`src/common/datapathPkg.sv`:
```
// Word, register index and memory address types, IR field positions and memory sizing
`default_nettype none

package datapathPkg;

   // Data path width shared by the bus, registers and memory
   localparam int WordWidth = 32;

   // Sixteen general purpose registers
   localparam int RegisterCount = 16;

   // Memory holds this many words
   localparam int MemoryDepth = 256;

   // Register fields of the instruction word
   localparam int RaHigh = 26;
   localparam int RaLow  = 23;
   localparam int RbHigh = 22;
   localparam int RbLow  = 19;
   localparam int RcHigh = 18;
   localparam int RcLow  = 15;

   // Immediate in the low bits, sign-extended onto the bus
   localparam int ImmediateWidth = 19;

   typedef logic [WordWidth-1:0] word;

   typedef logic [$clog2(RegisterCount)-1:0] regIndex;

   // Low bits of MAR
   typedef logic [$clog2(MemoryDepth)-1:0] memAddress;

endpackage

`default_nettype wire

```
`src/registerFile.sv`:
```
// General register file with Gra/Grb/Grc field decode, BAout zeroing and bus access
`default_nettype none

module registerFile (
   input  logic             Clock,
   input  logic             reset,
   input  datapathPkg::word ir,
   input  datapathPkg::word bus,
   input  logic             gra,
   input  logic             grb,
   input  logic             grc,
   input  logic             rIn,
   input  logic             rOut,
   input  logic             baOut,
   output datapathPkg::word readValue
);
   import datapathPkg::*;

   word     registers [RegisterCount];
   regIndex index;

   // Register number from the selected IR field
   always_comb begin
      if (gra) begin
         index = ir[RaHigh:RaLow];
      end else if (grb) begin
         index = ir[RbHigh:RbLow];
      end else if (grc) begin
         index = ir[RcHigh:RcLow];
      end else begin
         index = '0;
      end
   end

   always_ff @(posedge Clock) begin
      if (reset) begin
         for (int i = 0; i < RegisterCount; i++) begin
            registers[i] <= '0;
         end
      end else if (rIn) begin
         registers[index] <= bus;
      end
   end

   // R0 reads as zero under BAout for base address arithmetic
   always_comb begin
      if (!rOut) begin
         readValue = '0;
      end else if (baOut && index == '0) begin
         readValue = '0;
      end else begin
         readValue = registers[index];
      end
   end

endmodule

`default_nettype wire

```
`config.mk`:
```
export PLATFORM = sky130hd
export DESIGN_NAME = registerFile
export DESIGN_NICKNAME = d
export VERILOG_FILES = /design/src/common/datapathPkg.sv /design/src/registerFile.sv
export SDC_FILE = /design/constraint.sdc
export NUM_CORES = 1
export LEC_CHECK = 0
export BUFFER_PORTS_ARGS = -buffer_cell sky130_fd_sc_hd__buf_2
export CORE_MARGIN = 4
export CORE_UTILIZATION = 46
export DETAILED_ROUTE_END_ITERATION = 8
export GPL_ROUTABILITY_DRIVEN = 0
export GPL_TIMING_DRIVEN = 0
export PLACE_DENSITY = 0.69
export SYNTH_ARGS = -nofsm -noshare
export SYNTH_HDL_FRONTEND = slang
export SYNTH_SLANG_ARGS = --single-unit
```
`constraint.sdc`:
```
create_clock -name Clock -period 5.3 [get_ports Clock]
set_clock_uncertainty 0.15 [all_clocks]
set_input_delay 0.265 -clock Clock [delete_from_list [all_inputs] [get_ports Clock]]
set_output_delay 0.265 -clock Clock [all_outputs]
set_load 0.005 [all_outputs]
```
# Word-level counts from Yosys, hierarchy flattened
# Memories as Yosys holds them, arrays and structs flattened.
# Cells that the tools add are included.
# word_totals
reg_bits,0
mem_bits_rw,512
in_bits,72
out_inout_bits,32
wordCells,17
mem_count,1
# op_classes
n_mux,13
n_reduce_logical,3
# mem_list
name,words,width,read_ports,rd_clocked_by_memory_dff,write_ports,line_no,rtl
registers,16,32,1,0,16,registerFile.sv:19,word registers [RegisterCount];
# op_table
operator,count
32-bit two-way mux,3
32-bit OR reduction,1
4-bit two-way mux,4
1-bit two-way mux,6
4-bit logical NOT,1
1-bit logical AND,1

# Logic depth before layout (Yosys ltp)
# depth
ltp_word,7
depth_mapped,10
ltp_nobuf,5

# Worst setup path after synthesis
# No wires, ideal clock.
# synth_timing
path_kind,in2out
start,input port grb
end,output port readValue[13]
arrival_time_ns,2.273
setup_slack_ns,2.612
cell_stages,6
n_path_buf,1
path_cell_list,nand3b_1 a31oi_4 buf_4 mux4_2 and3_1 or4_1
# synth_via
elab_chain_cells,6
word_cells_on_any_way,7
# synth_lines
element,line_no,rtl
start: declaration,registerFile.sv:10,"input logic grb,"
4-bit two-way mux *,registerFile.sv:26,end else if (grb) begin
4-bit two-way mux *,registerFile.sv:24,if (gra) begin
branches (longest 2 deep; another with memory read 16 x 32 bit),n/a,
32-bit two-way mux *,registerFile.sv:49,end else if (baOut && index == '0) begin
32-bit two-way mux *,registerFile.sv:47,if (!rOut) begin
end: declaration,registerFile.sv:15,output datapathPkg::word readValue
# Every way passes the cells marked *.

# Worst setup path after layout
# layout_timing
start,input port grb
end,output port readValue[19]
# Same word-level chain as after synthesis.

==> flow_summary.json <==
{
  "status": "finished clean",
  "antenna_found_initial": 5,
  "multi_input_area_mm2": 0.00754,
  "vias_per_cell": 5.70,
  "tns_ns": 0,
  "fmax_mhz": 266,
  "hold_class": "input pin to flip-flop",
  "relSlewSlack": 0.289,
  "crit_fanout": 10,
  "clk_path_buf_depth": 3,
  "reg_top3": "registers x512",
  "synth_top_cell_by_area": "edfxtp_1",
  "finalInstanceArea_mm2": 0.0268,
  "grt_first_pass_wirelength_um": 93700,
  "ys_warn_count": 0,
  "synth_cells": 1752,
  "critPathKind": "input pin to output pin",
  "p_per_area_mw_per_mm2": 344,
  "layout-drive-gt1-share": 0.115,
  "placed_area_mm2": 0.0249,
  "rsz0062_at_grt": "false",
  "cts_max_level": 2,
  "portBuffers": 82,
  "ant_nets": 0,
  "worst_pin_slew_ns": 1.06,
  "drv_cap": 0,
  "cts-resized-gates": 0,
  "slew_violations": 0,
  "cts_buffers": 51,
  "yosys_register_bits": 512,
  "finalPower_uw": 9210,
  "period_minus_slack_ns": 3.76,
  "start_kind": "input pin",
  "largest-register": "registers",
  "synth_edf_count": 512,
  "area_delta_synth_final_pct": 13.4,
  "grt.overflow.total": 0,
  "core_area_mm2": 0.0505,
  "vias": 15000,
  "ir_drop_mv": 0.202,
  "crit_required_ns": 4.89,
  "layout_common_cells": "and2_1 (512), edfxtp_1 (512), clkbuf_1 (136), nand2_1 (106), buf_2 (102)",
  "n_antenna_cell": 0,
  "min_period_over_period": 0.709,
  "seqCellArea_mm2": 0.0154,
  "drtPass1Iterations": 5,
  "routedWlPerCell_um": 23.7,
  "nets": 1991,
  "hold_viol_final": 0,
  "grtUsageTotal": 0.222,
  "cp.arrival_ns": 3.34,
  "drc": 0,
  "cts_tree": "yes",
  "synth_top_area_share": 0.651,
  "clkSinkCount": 512,
  "end_kind": "output pin",
  "die_x_um": 235,
  "synth.distinct_cells": 39,
  "dp_hpwl_um": 44500,
  "avgSynthCellArea_um2": 13.5,
  "leakagePower_uw": 0.00991,
  "drtIter0Drc": 1617,
  "die_area_mm2": 0.0551,
  "cts_root_buffer": "clkbuf_16",
  "ys.flop_type": "edfxtp_1",
  "drt_wl_total_um": 62400,
  "synthArstFlopShare": 0,
  "largest_reg_flops": 512,
  "floorplan.initialDensity": 0.468,
  "rows": 82,
  "nFillCells": 4175,
  "grt_pass1_vias": 15000,
  "chipHeight_um": 235,
  "ys_seq_area_frac": 0.651,
  "synth_area_leaders": "edfxtp_1 (65%), and2_1 (14%), mux2i_1 (4.1%)",
  "setup_viol": 0,
  "clk_pin_slew_worst_paths_ns": 0.06,
  "synth_area_mm2": 0.0236,
  "grt_max_degree": 33,
  "syn-num-nets": 1824,
  "io_pins": 104
}
[per-stage QoR]
| stage | cells | worst slack, ns | hold slack, ns | util |
|---|---|---|---|---|
| after floorplan | 1752 | 2.61 | 0.313 | - |
| after global placement | 2506 | 1.17 | 0.473 | 0.493 |
| after detailed placement | 2506 | 1.12 | 0.484 | 0.493 |
| after CTS | 2633 | 1.63 | 0.396 | 0.531 |
| after global routing | 2633 | 1.40 | 0.444 | 0.531 |
| final | 2633 | 1.54 | 0.420 | 0.531 |
[power by group]
part	leakage, µW	switching [µW]	internal, µW
combinational	0.00423	607	306
sequential	0.00488	66.6	4700
clock	0.000794	1540	1990
total	0.00991	2210	7000
[layout make-up]
| class | instances | share of cell area |
|---|---|---|
| Sequential cell | 512 | 0.574 |
| Timing Repair Buffer | 114 | 0.0273 |
| Inverter | 4 | 0.000560 |
| Clock buffer | 61 | 0.0498 |
| Buffer | 159 | 0.0260 |
| Clock inverter | 34 | 0.0101 |
| Tap cell | 672 | 0.0314 |
| Multi-Input combinational cell | 1077 | 0.281 |
[worst paths after layout]
path / end / cells past startpoint / startpoint / slack [ns]
max: readValue[19] / 11 / grb / 1.54
min: registers[13][26]$_SDFFCE_PN0P_ / 3 / bus[26] / 0.42
[metal layers]
metal  wire length [µm]  GRT usage  up-vias
met2              29300      0.353      681
li1                   -          -     6769
met4               1390     0.0655        2
met5                 13          0        -
met3               5270     0.0349       91
met1              26400      0.318     7453
[synth_stat cells, types with 2 or more instances]
cell / instances
a21o_1: 3
a21oi_1: 96
a221oi_1: 93
a311oi_1: 4
and2_1: 512
and3_1: 31
and3b_1: 2
buf_2: 20
buf_4: 4
buf_6: 8
clkbuf_1: 127
edfxtp_1: 512
inv_1: 3
mux2i_1: 96
mux4_1: 11
mux4_2: 20
nand2_1: 106
nand2b_1: 2
nand3_1: 8
nand3b_1: 3
nand4_1: 3
nor2_1: 18
nor2b_1: 3
o211ai_1: 6
o22ai_1: 2
or2_2: 16
or4_1: 31
[logic make-up after synthesis]
family | after synthesis | share of synthesized area
flops | 512 | 0.651
compound gates | 214 | 0.0637
mux | 128 | 0.0724
simple gates | 735 | 0.183
buf+inv | 163 | 0.0301
[repair_timing]
item | CTS | global route
hold buffers | 32 | 0
buffers inserted | 0 | 0
hold endpoints to repair | 192 | 0
[critical path, cell delays in order]
cell      delay, ns
buf_2          0.11
buf_4          0.16
and3b_1        0.30
o21a_1         0.15
buf_6          0.18
buf_2          0.44
clkbuf_1       0.52
a21oi_1        0.15
a221oi_1       0.62
or4_1          0.29
buf_2          0.14
Power figures use the tool's default switching activity.
