$ cat src/common/datapathPkg.sv
// Word, register index and memory address types, IR field positions and memory sizing
`default_nettype none

package datapathPkg;

   // Data path width shared by the bus, registers and memory
   localparam int WordWidth = 32;

   // Sixteen general purpose registers
   localparam int RegisterCount = 16;

   // Memory holds this many words
   localparam int MemoryDepth = 256;

   // Register fields of the instruction word
   localparam int RaHigh = 26;
   localparam int RaLow  = 23;
   localparam int RbHigh = 22;
   localparam int RbLow  = 19;
   localparam int RcHigh = 18;
   localparam int RcLow  = 15;

   // Immediate in the low bits, sign-extended onto the bus
   localparam int ImmediateWidth = 19;

   typedef logic [WordWidth-1:0] word;

   typedef logic [$clog2(RegisterCount)-1:0] regIndex;

   // Low bits of MAR
   typedef logic [$clog2(MemoryDepth)-1:0] memAddress;

endpackage

`default_nettype wire

$ cat src/busRegisters.sv
// PC, IR, Y, HI, LO, input and output port registers and the bus source multiplexer
`default_nettype none

module busRegisters (
   input  logic             Clock,
   input  logic             reset,
   input  logic             pcDrive,
   input  logic             irDrive,
   input  logic             zLowDrive,
   input  logic             zHighDrive,
   input  logic             hiDrive,
   input  logic             loDrive,
   input  logic             immDrive,
   input  logic             inportDrive,
   input  logic             mdrDrive,
   input  logic             rOut,
   input  logic             pcLoad,
   input  logic             irLoad,
   input  logic             yLoad,
   input  logic             hiLoad,
   input  logic             loLoad,
   input  logic             outportLoad,
   input  logic             incPc,
   input  logic             deviceStrobe,
   input  datapathPkg::word deviceIn,
   input  datapathPkg::word readValue,
   input  datapathPkg::word zLow,
   input  datapathPkg::word zHigh,
   input  datapathPkg::word mdr,
   output datapathPkg::word bus,
   output datapathPkg::word ir,
   output datapathPkg::word y,
   output datapathPkg::word deviceOut
);
   import datapathPkg::*;

   word pc;
   word hi;
   word lo;
   word inport;
   word immediate;

   assign immediate = {{(WordWidth-ImmediateWidth){ir[ImmediateWidth-1]}},
                       ir[ImmediateWidth-1:0]};

   always_ff @(posedge Clock) begin
      if (reset) begin
         pc        <= '0;
         ir        <= '0;
         y         <= '0;
         hi        <= '0;
         lo        <= '0;
         inport    <= '0;
         deviceOut <= '0;
      end else begin
         // A bus load takes priority over the increment
         if (pcLoad) begin
            pc <= bus;
         end else if (incPc) begin
            pc <= pc + 1'b1;
         end
         if (irLoad)       ir        <= bus;
         if (yLoad)        y         <= bus;
         if (hiLoad)       hi        <= bus;
         if (loLoad)       lo        <= bus;
         if (outportLoad)  deviceOut <= bus;
         if (deviceStrobe) inport    <= deviceIn;
      end
   end

   // Only one drive strobe is high at a time; the bus idles at zero
   always_comb begin
      unique case (1'b1)
         pcDrive:     bus = pc;
         irDrive:     bus = ir;
         zLowDrive:   bus = zLow;
         zHighDrive:  bus = zHigh;
         hiDrive:     bus = hi;
         loDrive:     bus = lo;
         immDrive:    bus = immediate;
         inportDrive: bus = inport;
         mdrDrive:    bus = mdr;
         rOut:        bus = readValue;
         default:     bus = '0;
      endcase
   end

endmodule

`default_nettype wire

$ cat config.mk
export PLATFORM = sky130hd
export DESIGN_NAME = busRegisters
export DESIGN_NICKNAME = d
export VERILOG_FILES = /design/src/common/datapathPkg.sv /design/src/busRegisters.sv
export SDC_FILE = /design/constraint.sdc
export NUM_CORES = 1
export LEC_CHECK = 0
export BUFFER_PORTS_ARGS = -buffer_cell sky130_fd_sc_hd__buf_2
export CORE_UTILIZATION = 48
export CTS_BUF_LIST = sky130_fd_sc_hd__clkbuf_4
export CTS_CLUSTER_SIZE = 20
export DETAILED_ROUTE_END_ITERATION = 6
export GPL_TIMING_DRIVEN = 0
export PLACE_DENSITY = 0.85
export SYNTH_ARGS = -nofsm -noshare
export SYNTH_HDL_FRONTEND = slang
export SYNTH_SLANG_ARGS = --single-unit
$ cat constraint.sdc
create_clock -name Clock -period 1.6 [get_ports Clock]
set_clock_uncertainty 0.05 [all_clocks]
set_input_delay 0.32 -clock Clock [delete_from_list [all_inputs] [get_ports Clock]]
set_output_delay 0.32 -clock Clock [all_outputs]
set_load 0.01 [all_outputs]
Word level (Yosys, flattened, before mapping)
Index checks and enable logic that the tools add are counted.

Add/sub/neg operators: 1. Mux-type cells: 3. Reduce and logical (&&, ||, !) cells: 1.

Operator list (count): $pmux 32 s10 (1); $mux 32 (2); $add 32x1->32 const B (1); $reduce_bool 2->1 (1).

Flip-flop bits (word level): 224. Bits of input ports: 180.

Depth between registers and ports, before layout
Depth after elaboration: 3. Mapped depth: 7. Gate-level depth less buffers: 6.

Least setup slack after synthesis
No wires, ideal clock.

Kind: input -> output. Start point: in pcDrive. End point: out bus[12]. Arrival time: 1.476 ns. Setup slack: -0.246 ns. Stages on the path: 6. Buffers on the path: 2. Cells stage by stage: buf_4 -> buf_2 -> a221oi_1 -> nand3_1 -> a21oi_1 -> inv_1.

Cells in the longest elaborated chain, start to end: 1.

RTL lines: from (decl) (line busRegisters.sv:7) `input logic pcDrive,`; $pmux 32 s10 (line busRegisters.sv:73) `unique case (1'b1)`; to (decl) (line busRegisters.sv:30) `output datapathPkg::word bus,`.

Every way passes these cells.

Worst setup path in the final report
Start point: reg ir[18]. End point: out bus[23].

Cells in the longest elaborated chain, start to end: 1.

RTL lines: from (decl) (line busRegisters.sv:31) `output datapathPkg::word ir,`; from (signal assigned) (line busRegisters.sv:62) `if (irLoad) ir <= bus;`; $pmux 32 s10 (line busRegisters.sv:73).

Every way passes these cells.

==> flow_summary.toml <==
[floorplan]
core_region_area_um2 = 20400
die-area_um2 = 21500
die_h_um = 147
start_util = 0.493
fp.dieW_um = 147
ios = 308
rows = 52

[sta]
setup_ws_ns = -0.907
maxSlewViolCount = 0
finalCritPeriodShare = 1.57
relSlewSlack = 0.417
finalHoldViolCount = 0
grt_setup_unrepaired = "yes"
finalCriticalPeriod_ns = 2.51
fmax_mhz = 399
setup_viol = 109
worst_pin_slew_ns = 0.874
whs_ns = 0.0236

[drt]
avgViaCountPerCell = 6.39
wire_per_inst_um = 25.2
drt_wl_total_mm = 47.2
drt_first_iter_violations = 1241
num_vias = 11983
antenna_left = 0
firstDrtPassIters = 7
drc = 2

[synthesis]
synth_top_family_by_area = "compound AO/OA/AOI/OAI gates"
syn_inst = 1105
postSynthNetCount = 1286
synth_mux_area_frac = 0.0319
synth.distinct_cells = 41
yosysWarningCount = 0
synth-compound-area-share = 0.299
synth_xor_area_frac = 0.0270
syn-cell-area_um2 = 10000
ys_ff_latch = 224
synth-simple-area-share = 0.136
synth-seq-area-share = 0.446
avgSynthCellArea_um2 = 9.09
synthAdderAreaFrac = 0.00125

[critical_path]
critPathKind = "register to primary output"
required_ns = 1.23
worstSetupStartpointType = "register"
arrival_ns = 2.14
cp_max_fo = 8
regToRegStartpoint = "ir[18]"
end_kind = "primary output"
r2r_end = "pc[23]"
rrSetupSlack_ns = -0.26
r2r_cells = 8

[clock_tree]
root_buffer = "clkbuf_4"
htree_levels = 2
clk_path_buf_depth = 3
clk_latency_ns = 0.74
clkSinkCount = 224
clk_pin_slew_ns = 0.06
cts_buffers = 56
cts_tree = "yes"

[status]
violations = "design-rule violations, negative setup slack"
status = "finished, violations left"

[cells_and_area]
layout-drive-gt1-share = 0.482
fill_cells = 1340
post-route-util = 0.749
fin_nets = 1755
fin_area_um2 = 15300
area_growth_pct = 51.9

[global_routing]
grt_max_degree = 15
grt_pass1_vias = 11644
antenna_found_initial = 1
grt_usage = 0.408
grt_pass1_wl_mm = 66.5
gr-total-overflow = 0

[power]
ir_drop_mv = 0.666
p_total_uw = 14900
p_leak_uw = 0.00650
powerDensity_nw_per_um2 = 976

[min_path]
worstHoldStart = "yLoad"
hold-path-cell-count = 3
hold_class = "input port to register"
hold_end = "y[2]"

[placement]
portBuffers = 299
place_hpwl_mm = 29.1
dp_slack_ns = -0.768
routabilityCongestion = 0.940
place_area_um2 = 12500

[run]
cap_violations = 0
[metal layers]
metal,GRT usage,up-vias,wire length [µm]
li1,-,5067,-
met1,0.468,5540,16000
met2,0.646,1070,21200
met3,0.0916,306,5690
met4,0.344,0,4330
met5,0,-,0
[registers in the layout, indices dropped and copies added, names as in the netlist]
signal / count
deviceOut: 32
hi: 32
inport: 32
ir: 32
lo: 32
pc: 32
y: 32
[timing repair]
action / CTS / global route
pin swaps: 65 / 75
setup buffers: 61 / 29
cloned: 0 / 2
hold endpoints to repair: 36 / 0
hold buffers: 33 / 0
setup endpoints to repair: 149 / 181
resized for setup: 174 / 147
[logic make-up after synthesis]
logic type	Yosys count
AND/OR/NAND/NOR	308
AO/OA/AOI/OAI	364
multiplexers	32
XOR/XNOR	31
flip-flops	224
buffers and inverters	145
adder cells (fa/ha/maj)	1
[synth_stat cells]
cell,instances,area share
o21a_1,7,0.0052
nand4_1,9,0.0056
a2111oi_4,13,0.036
nand4_2,1,0.0012
and4_1,2,0.0017
xor2_1,13,0.011
xnor2_1,18,0.016
o211a_1,2,0.0020
nand3_2,2,0.0020
mux2i_1,32,0.032
buf_6,1,0.0011
buf_1,6,0.0022
nor4_2,1,0.0012
a21o_1,9,0.0067
a211oi_1,174,0.13
nor2b_1,1,0.00062
buf_2,18,0.0090
nor4_4,1,0.0021
ha_1,1,0.0012
a21o_2,1,0.00087
a21oi_2,1,0.00087
nand2_1,16,0.0060
a21oi_1,29,0.014
nor2_1,209,0.078
a22oi_1,65,0.049
clkinv_1,1,0.00037
a221oi_1,25,0.022
and3_1,9,0.0056
nor3_2,2,0.0020
clkbuf_1,78,0.029
dfxtp_1,224,0.45
a22o_1,38,0.033
or2_2,2,0.0012
nor3_1,5,0.0025
and2_1,1,0.00062
inv_1,38,0.014
nand4b_1,1,0.00087
or4_4,1,0.0011
nand3_1,38,0.019
nor4_1,7,0.0044
buf_4,3,0.0022
[per-stage QoR]
step,setup TNS (ns),std cells
global route,-32.94,1874
detailed placement,-99.63,1674
finish,-29.49,1874
floorplan,-0.788,1105
CTS,-25.17,1853
global placement,-96.25,1674
[cell type report]
class / count / area [µm²] / area share
diodes: 1 / 2.50 / 0.000164
clock inverters: 4 / 41.3 / 0.00271
flip-flops and latches: 224 / 4650 / 0.304
well taps: 270 / 338 / 0.0221
repair buffers: 413 / 2870 / 0.188
plain buffers: 104 / 684 / 0.0448
clock buffers: 83 / 623 / 0.0408
inverters: 39 / 149 / 0.00976
multi-input cells: 736 / 5900 / 0.387
[worst max-delay path, cell delays in order (launching register included)]
cell and delay [ns]:
dfxtp_2 0.32, and2_4 0.15, buf_12 0.15, a2111oi_4 0.35, buf_4 0.25, inv_2 0.06, buf_6 0.12
[report_power, final]
part	internal [µW]	total, µW	leakage (µW)	switching [µW]
combinational	1540	3500	0.00420	1960
sequential	6080	6530	0.00190	445
clock	2480	4870	0.000401	2390
total	10100	14900	0.00650	4800
[worst max path at each step]
stage	slack [ns]	start	endpoint	cells after the start
after global placement	-0.76	mdrDrive	bus[3]	8
after global routing	-0.94	ir[18]	bus[23]	6
after floorplan	-0.08	irDrive	bus[27]	5
after detailed placement	-0.77	zLowDrive	bus[22]	7
after CTS	-0.82	ir[18]	bus[23]	6
final	-0.91	ir[18]	bus[23]	6
[placed cells by master, fill, tap and decap left out, types with 7 or more instances in the layout]
cell           count
a211oi_2          18
mux2i_1           32
and3_1             7
dfxtp_2           70
buf_6             79
clkbuf_1          63
o21a_1             7
nand3_1           18
xor2_1            13
a22o_1            37
buf_4             52
xnor2_1           16
inv_1             13
nor2_1           206
buf_2            261
nand4_1            9
clkbuf_4          83
a221oi_2          21
buf_8              8
a211oi_1         156
inv_2             24
nor4_4             7
a21oi_1           16
a22oi_2           36
a2111oi_4         13
a21oi_4           13
nand2_1           13
dfxtp_1          134
a22oi_1           29
clkbuf_8           7
a21o_1             9
nand3_2           19
dlygate4sd3_1     33
dfxtp_4           20
Power figures use the tool's default switching activity.
