==> config.mk <==
export PLATFORM = sky130hd
export DESIGN_NAME = aluUnit
export DESIGN_NICKNAME = d
export VERILOG_FILES = /design/src/common/aluPkg.sv /design/src/common/datapathPkg.sv /design/src/alu/aluUnit.sv
export SDC_FILE = /design/constraint.sdc
export NUM_CORES = 1
export LEC_CHECK = 0
export ABC_CLOCK_PERIOD_IN_PS = 10100
export BUFFER_PORTS_ARGS = -buffer_cell sky130_fd_sc_hd__buf_4
export CAP_MARGIN = 20
export CORE_MARGIN = 2
export CORE_UTILIZATION = 53
export DETAILED_ROUTE_END_ITERATION = 8
export PLACE_DENSITY = 0.72
export SKIP_LAST_GASP = 1
export SYNTH_ARGS = -nofsm -noshare
export SYNTH_HDL_FRONTEND = slang
export SYNTH_SLANG_ARGS = --single-unit
==> constraint.sdc <==
create_clock -name Clock -period 10.1 [get_ports Clock]
set_input_delay 1.515 -clock Clock [delete_from_list [all_inputs] [get_ports Clock]]
set_output_delay 1.515 -clock Clock [all_outputs]
set_load 0.05 [all_outputs]
==> src/common/aluPkg.sv <==
// ALU operation codes, shift and multiply step constants, ALU sequencer states
`default_nettype none

package aluPkg;

   // Shift amount comes from the low bits of the bus
   localparam int ShiftWidth = 5;

   // One shift-add step per multiplier bit
   localparam int MulSteps = 32;

   // Codes run in sequence from OpAdd to OpMul
   typedef enum logic [4:0] {
      OpAdd = 5'b00100,
      OpSub = 5'b00101,
      OpAnd = 5'b00110,
      OpOr  = 5'b00111,
      OpShr = 5'b01000,
      OpShl = 5'b01001,
      OpNeg = 5'b01010,
      OpNot = 5'b01011,
      OpMul = 5'b01100
   } aluOp;

   typedef enum logic [1:0] {
      AluIdle,
      AluMultiply,
      AluDone
   } aluState;

endpackage

`default_nettype wire

==> src/common/datapathPkg.sv <==
// Word, register index and memory address types, IR field positions and memory sizing
`default_nettype none

package datapathPkg;

   // Data path width shared by the bus, registers and memory
   localparam int WordWidth = 32;

   // Sixteen general purpose registers
   localparam int RegisterCount = 16;

   // Memory holds this many words
   localparam int MemoryDepth = 256;

   // Register fields of the instruction word
   localparam int RaHigh = 26;
   localparam int RaLow  = 23;
   localparam int RbHigh = 22;
   localparam int RbLow  = 19;
   localparam int RcHigh = 18;
   localparam int RcLow  = 15;

   // Immediate in the low bits, sign-extended onto the bus
   localparam int ImmediateWidth = 19;

   typedef logic [WordWidth-1:0] word;

   typedef logic [$clog2(RegisterCount)-1:0] regIndex;

   // Low bits of MAR
   typedef logic [$clog2(MemoryDepth)-1:0] memAddress;

endpackage

`default_nettype wire

==> src/alu/aluUnit.sv <==
// Multi-cycle ALU with one-step logic, add and shift operations, shift-add multiplier and Z
`default_nettype none

module aluUnit (
   input  logic             Clock,
   input  logic             reset,
   input  logic             start,
   input  aluPkg::aluOp     opSelect,
   input  datapathPkg::word y,
   input  datapathPkg::word bus,
   output logic             finished,
   output datapathPkg::word zLow,
   output datapathPkg::word zHigh
);
   import datapathPkg::*;
   import aluPkg::*;

   aluState                      state;
   word                          result;
   word                          multiplicand;
   logic [2*WordWidth-1:0]       product;
   logic [WordWidth:0]           partialSum;
   logic [$clog2(MulSteps)-1:0]  stepCount;
   logic                         accept;

   // New requests are taken only while idle
   assign accept   = (state == AluIdle) && start;
   assign finished = (state == AluDone);

   // Y is operand A, the bus operand B; negate and invert act on B
   always_comb begin
      unique case (opSelect)
         OpAdd:   result = y + bus;
         OpSub:   result = y - bus;
         OpAnd:   result = y & bus;
         OpOr:    result = y | bus;
         OpShr:   result = y >> bus[ShiftWidth-1:0];
         OpShl:   result = y << bus[ShiftWidth-1:0];
         OpNeg:   result = -bus;
         OpNot:   result = ~bus;
         default: result = '0;
      endcase
   end

   // Upper half plus the multiplicand when the current multiplier bit is set
   assign partialSum = {1'b0, product[2*WordWidth-1:WordWidth]}
                     + (product[0] ? {1'b0, multiplicand} : '0);

   always_ff @(posedge Clock) begin
      if (reset) begin
         state     <= AluIdle;
         stepCount <= '0;
         zLow      <= '0;
         zHigh     <= '0;
      end else begin
         unique case (state)
            AluIdle: begin
               if (accept) begin
                  if (opSelect == OpMul) begin
                     stepCount <= '0;
                     state     <= AluMultiply;
                  end else begin
                     zLow  <= result;
                     zHigh <= '0;
                     state <= AluDone;
                  end
               end
            end
            AluMultiply: begin
               stepCount <= stepCount + 1'b1;
               // Last step goes straight into Z
               if (stepCount == ($clog2(MulSteps))'(MulSteps - 1)) begin
                  zLow  <= {partialSum[0], product[WordWidth-1:1]};
                  zHigh <= partialSum[WordWidth:1];
                  state <= AluDone;
               end
            end
            AluDone: begin
               state <= AluIdle;
            end
            default: begin
               state <= AluIdle;
            end
         endcase
      end
   end

   // Multiplier starts in the low half and shifts out as the product shifts in
   always_ff @(posedge Clock) begin
      if (accept) begin
         multiplicand <= y;
         product      <= {{WordWidth{1'b0}}, bus};
      end else if (state == AluMultiply) begin
         product <= {partialSum, product[WordWidth-1:1]};
      end
   end

endmodule

`default_nettype wire

# After elaboration in Yosys (flattened, before gate mapping)
# Index checks and enable logic that the tools add are counted.
# W data, S select, Z words.
# word_totals
wordCells	59
in_bits	72
register_bits	167
# op_classes
bitwise	3
reduce_logical	7
n_mux	19
eq_ne	16
n_addsub	5
shift	2
# op_table
operator	n
$mux W32	9
$pmux W32 S8	1
$pmux W32 S2	2
$add A32 B32 Y33	1
$add A32 B32 Y32	1
$and A32 B32 Y32	1
$neg A32 Y32	1
$not A32 Y32	1
$or A32 B32 Y32	1
$shl A32 B5 Y32	1
$shr A32 B5 Y32	1
$sub A32 B32 Y32	1
$eq A5 B4 Y1 const B	5
$eq A5 B3 Y1 const B	4
$mux W5	2
$pmux W5 S2	1
$mux W2	3
$ne A2 B2 Y1 const B	3
$add A5 B1 Y5 const B	1
$eq A5 B5 Y1 const B	1
$pmux W2 S2	1
$reduce_and A4 Y1	1
$reduce_bool A2 Y1	2
$reduce_and A3 Y1	1
other kinds (6)	6

# Depth between registers and ports, before layout
# logic_depth
ltp_word	5
mapped_depth	15
ltp_nobuf	14

# Worst setup path after synthesis
# OpenSTA, ideal clock, no wires.
# synth_timing
path_kind	in2reg
startpoint	input port bus[3]
endpoint	register zLow[31]
t_required_ns	9.974
path_stages	14
arrival_time_ns	4.803
setup_ns	0.126
slack_ns	5.171
path_buffers	3
path_cell_list	clkbuf_1 > clkinv_1 > buf_1 > clkbuf_1 > ha_1 > o21ai_1 > o21a_1 > o31a_1 > o41ai_4 > a21boi_2 > o31ai_4 > and3_1 > mux2i_1 > a31oi_1
# synth_between
elab_chain_cells	5
elab_cells_between_ends	9
cone_classes	add/sub (3); shift (2); mux (4)
# synth_lines
element	line	rtl
from (decl)	aluUnit.sv:10	input datapathPkg::word bus,
$neg A32 Y32 (tied with other cells)	aluUnit.sv:39	OpNeg: result = -bus;
$pmux W32 S8 (*)	aluUnit.sv:32	unique case (opSelect)
$mux W32 (*)	aluUnit.sv:59	if (opSelect == OpMul) begin
$mux W32 (*)	aluUnit.sv:58	if (accept) begin
$pmux W32 S2 (*)	aluUnit.sv:56	unique case (state)
to (signal assigned)	aluUnit.sv:63	zLow <= result;
to (signal assigned)	aluUnit.sv:73	zLow <= {partialSum[0], product[WordWidth-1:1]};
to (decl)	aluUnit.sv:12	output datapathPkg::word zLow,
# Every way passes the cells marked *; elsewhere a longest branch is shown, timed or not. The select of a mux whose other input is x is not followed.
# A chain may end at the register's enable or synchronous reset.

# Worst setup path after layout
# layout_timing
startpoint	input port opSelect[3]
endpoint	register zLow[30]
# layout_between
elab_chain_cells	5
elab_cells_between_ends	15
cone_classes	eq/ne (10); mux (4); reduce/logical (1)
# layout_lines
element	line	rtl
from (decl)	aluUnit.sv:8	input aluPkg::aluOp opSelect,
$eq A5 B4 Y1 / $eq A5 B3 Y1 (equally long branches)	aluUnit.sv:32	
$pmux W32 S8	aluUnit.sv:32	
$mux W32	aluUnit.sv:59	
$mux W32	aluUnit.sv:58	
$pmux W32 S2	aluUnit.sv:56	
# Parallel ways exist; a longest one is shown, timed or not. The select of a mux whose other input is x is not followed.

==> flow_summary.yaml <==
clock_tree:
  cts_buffer_depth: 2
  cts_made_buffers: 17
  tritoncts: "done"
  root_buffer: "clkbuf_16"
  clk_pin_slew_ns: 0.08
  clock_latency_ns: 0.48
  hold_buffers: 0
  htree_levels: 4
  clock-sinks: 167
  post_cts_buffers: 0
  cts_resized: 0
timing:
  hold_viol: 0
  skew_ns: 0.0185
  fmax_mhz: 197
  period_share: 0.501
  slew_violations: 0
  post-route-min-period_ns: 5.06
  relSlewSlack: 0.246
  rsz0062_at_grt: "false"
  tightest_slew_ns: 1.13
  fin_ws_ns: 5.04
  setup_viol: 0
  fin_tns_setup_ns: 0
routing:
  vias: 16700
  drt_iter0_markers: 1959
  wl_per_cell_um: 26.0
  avgViaCountPerCell: 6.81
  wirelength_um: 63700
  drc: 0
  drt_first_pass_iters: 5
  ant_nets: 0
critical_path:
  rrSetupSlack_ns: 5.76
  cp-start-kind: "primary input"
  required_ns: 10.45
  crit_end: "zLow[30]"
  end_kind: "register"
  reg2reg_from: "product[0]"
  cp_max_fo: 36
  r2r_end: "product[57]"
  crit_arrival_ns: 5.41
  path_class: "primary input to register"
  setup.worst_path.start: "opSelect[3]"
  r2r_cells: 13
cells_and_area:
  area.growth.synth_to_final_pct: 11.5
  stdcell_count: 2453
  antenna_cells: 0
  nFillCells: 2766
  nets: 2257
  drive_gt1_frac: 0.150
power:
  finalPower_mw: 2.16
  internal_power_mw: 1.34
  pwr-share-comb: 0.320
  seqPwrFrac: 0.345
  swShare: 0.379
  power_switching_uw: 818
  p_clk_frac: 0.335
  irDropWorstVdd_mv: 0.132
  p_leak_nw: 7.59
  power_density_nw_per_um2: 118
floorplanning:
  core_area_um2: 30500
  start_util: 0.536
  design.die.area_um2: 32300
  die_y_um: 180
  die_w_um: 180
  rows: 64
  io_pins: 137
grt:
  grt_max_degree: 65
  antenna_found_initial: 0
  grt_overflow: 0
  grt_pass1_vias: 15900
  grtUsageTotal: 0.387
  grt_pass1_wl_um: 96500
logic_synthesis:
  synth_top_cell_by_area: "dfxtp_1"
  synth-async-reset-ratio: 0
  synth_area_leaders: "dfxtp_1, edfxtp_1, ha_1"
  syn_nets: 2201
  ys_warn_count: 0
  synth.distinct_cells: 77
  yosysSeqAreaShare: 0.244
  syn_inst: 1988
  ys_seq_elements: 167
  netlist.area_leader.share: 0.126
  synthTopCellsByCount: "a21oi_1, nor2_1, nand2_1"
  synthFlopType: "dfxtp_1"
  synth_area_per_cell_um2: 8.23
  yosysMostFrequentCell: "a21oi_1"
  netlist_area_um2: 16400
  synth_edf_count: 64
job:
  cap_violations: 0
place:
  dp.cells: 2421
  dp_hpwl_um: 46500
  pre_cts_ws_ns: 4.68
  port_buffers: 136
  gp_congestion: 1.07
status:
  status: "finished clean"
worst_hold_path:
  min_path_type: "register to register"
-- kinds of logic after synthesis --
logic type | share of synthesized area
AO/OA/AOI/OAI | 0.261
AND/OR/NAND/NOR | 0.171
buffers and inverters | 0.0496
flip-flops | 0.244
adder cells (fa/ha/maj) | 0.109
multiplexers | 0.126
XOR/XNOR | 0.0396
-- per-stage QoR --
step	hold WS [ns]	utilization	cell area, um2
5_1_grt	0.481	0.598	18200
4_1_cts	0.458	0.598	18200
2_1_floorplan	0.422	-	16400
3_3_place_gp	0.436	0.577	17600
3_5_place_dp	0.447	0.577	17600
6_report	0.456	0.598	18200
-- cells in the final DEF (no fill, tap or decap), types with 15 or more instances in the layout --
| cell | synthesis | final |
|---|---|---|
| a21oi_1 | 208 | 207 |
| nor2_1 | 192 | 192 |
| nand2_1 | 175 | 175 |
| buf_4 | 3 | 164 |
| ha_1 | 138 | 138 |
| o21ai_0 | 136 | 136 |
| dfxtp_1 | 103 | 103 |
| inv_1 | 76 | 76 |
| edfxtp_1 | 64 | 64 |
| mux4_2 | 52 | 52 |
| nor3_1 | 49 | 49 |
| a21o_1 | 48 | 47 |
| xnor2_1 | 46 | 46 |
| mux2i_1 | 45 | 45 |
| nand3_1 | 44 | 44 |
| mux2_2 | 39 | 39 |
| and2_1 | 35 | 35 |
| a211oi_1 | 34 | 34 |
| xor2_1 | 28 | 28 |
| a22o_1 | 21 | 21 |
| a221oi_1 | 20 | 20 |
| nand4_1 | 18 | 18 |
| o211ai_1 | 17 | 17 |
| a22oi_1 | 17 | 17 |
| clkbuf_16 | 0 | 17 |
| o22ai_1 | 16 | 16 |
| o221ai_1 | 15 | 15 |
-- critical path: stages --
cell	delay (ns)
buf_4	0.13
nor3b_4	0.14
buf_4	0.27
nand2_1	0.19
nand2_1	0.10
ha_1	0.21
fa_1	0.42
nand3b_1	0.23
a2111oi_0	0.41
nor2_1	0.15
o31a_1	0.34
o21ai_0	0.33
a21oi_1	0.23
a221o_1	0.36
o21ai_0	0.23
nand3_1	0.11
-- per-layer routing --
metal | up-vias | wire length, um | global-route usage | part of all wire
met5 | - | 0 | 0 | 0
met4 | 0 | 3090 | 0.191 | 0.049
met3 | 182 | 6440 | 0.0786 | 0.10
met2 | 982 | 29100 | 0.620 | 0.46
met1 | 8002 | 25100 | 0.497 | 0.39
li1 | 7547 | - | - | -
-- layout make-up --
| class | count | area (um2) | share of cell area |
|---|---|---|---|
| Multi-Input combinational cell | 1615 | 11600 | 0.636 |
| Sequential cell | 167 | 3980 | 0.219 |
| Timing Repair Buffer | 164 | 1230 | 0.0675 |
| Tap cell | 396 | 495 | 0.0272 |
| Clock buffer | 17 | 425 | 0.0233 |
| Inverter | 79 | 297 | 0.0163 |
| Clock inverter | 15 | 196 | 0.0108 |
-- registers in the layout, indices dropped and copies added, names as in the netlist --
| signal | cells |
|---|---|
| product | 64 |
| multiplicand | 32 |
| zHigh | 32 |
| zLow | 32 |
| stepCount | 5 |
| state | 2 |
-- worst min path at each step --
stage	cells past startpoint	slack [ns]	start	end
global route	2	0.48	zHigh[7]	zHigh[7]
floorplan	2	0.42	product[50]	product[50]
global placement	2	0.44	product[48]	product[48]
finish	2	0.46	zHigh[12]	zHigh[12]
CTS	2	0.46	zHigh[2]	zHigh[2]
detailed placement	2	0.45	product[37]	product[37]
-- power by group through the flow --
stage	logic (mW)	clock network, mW	registers [mW]
CTS	0.670	0.721	0.746
detailed placement	0.665	0	0.761
finish	0.691	0.723	0.746
global placement	0.663	0	0.761
global route	0.735	0.747	0.748
floorplan	0.436	0	0.773
(Power assumes the default switching activity.)
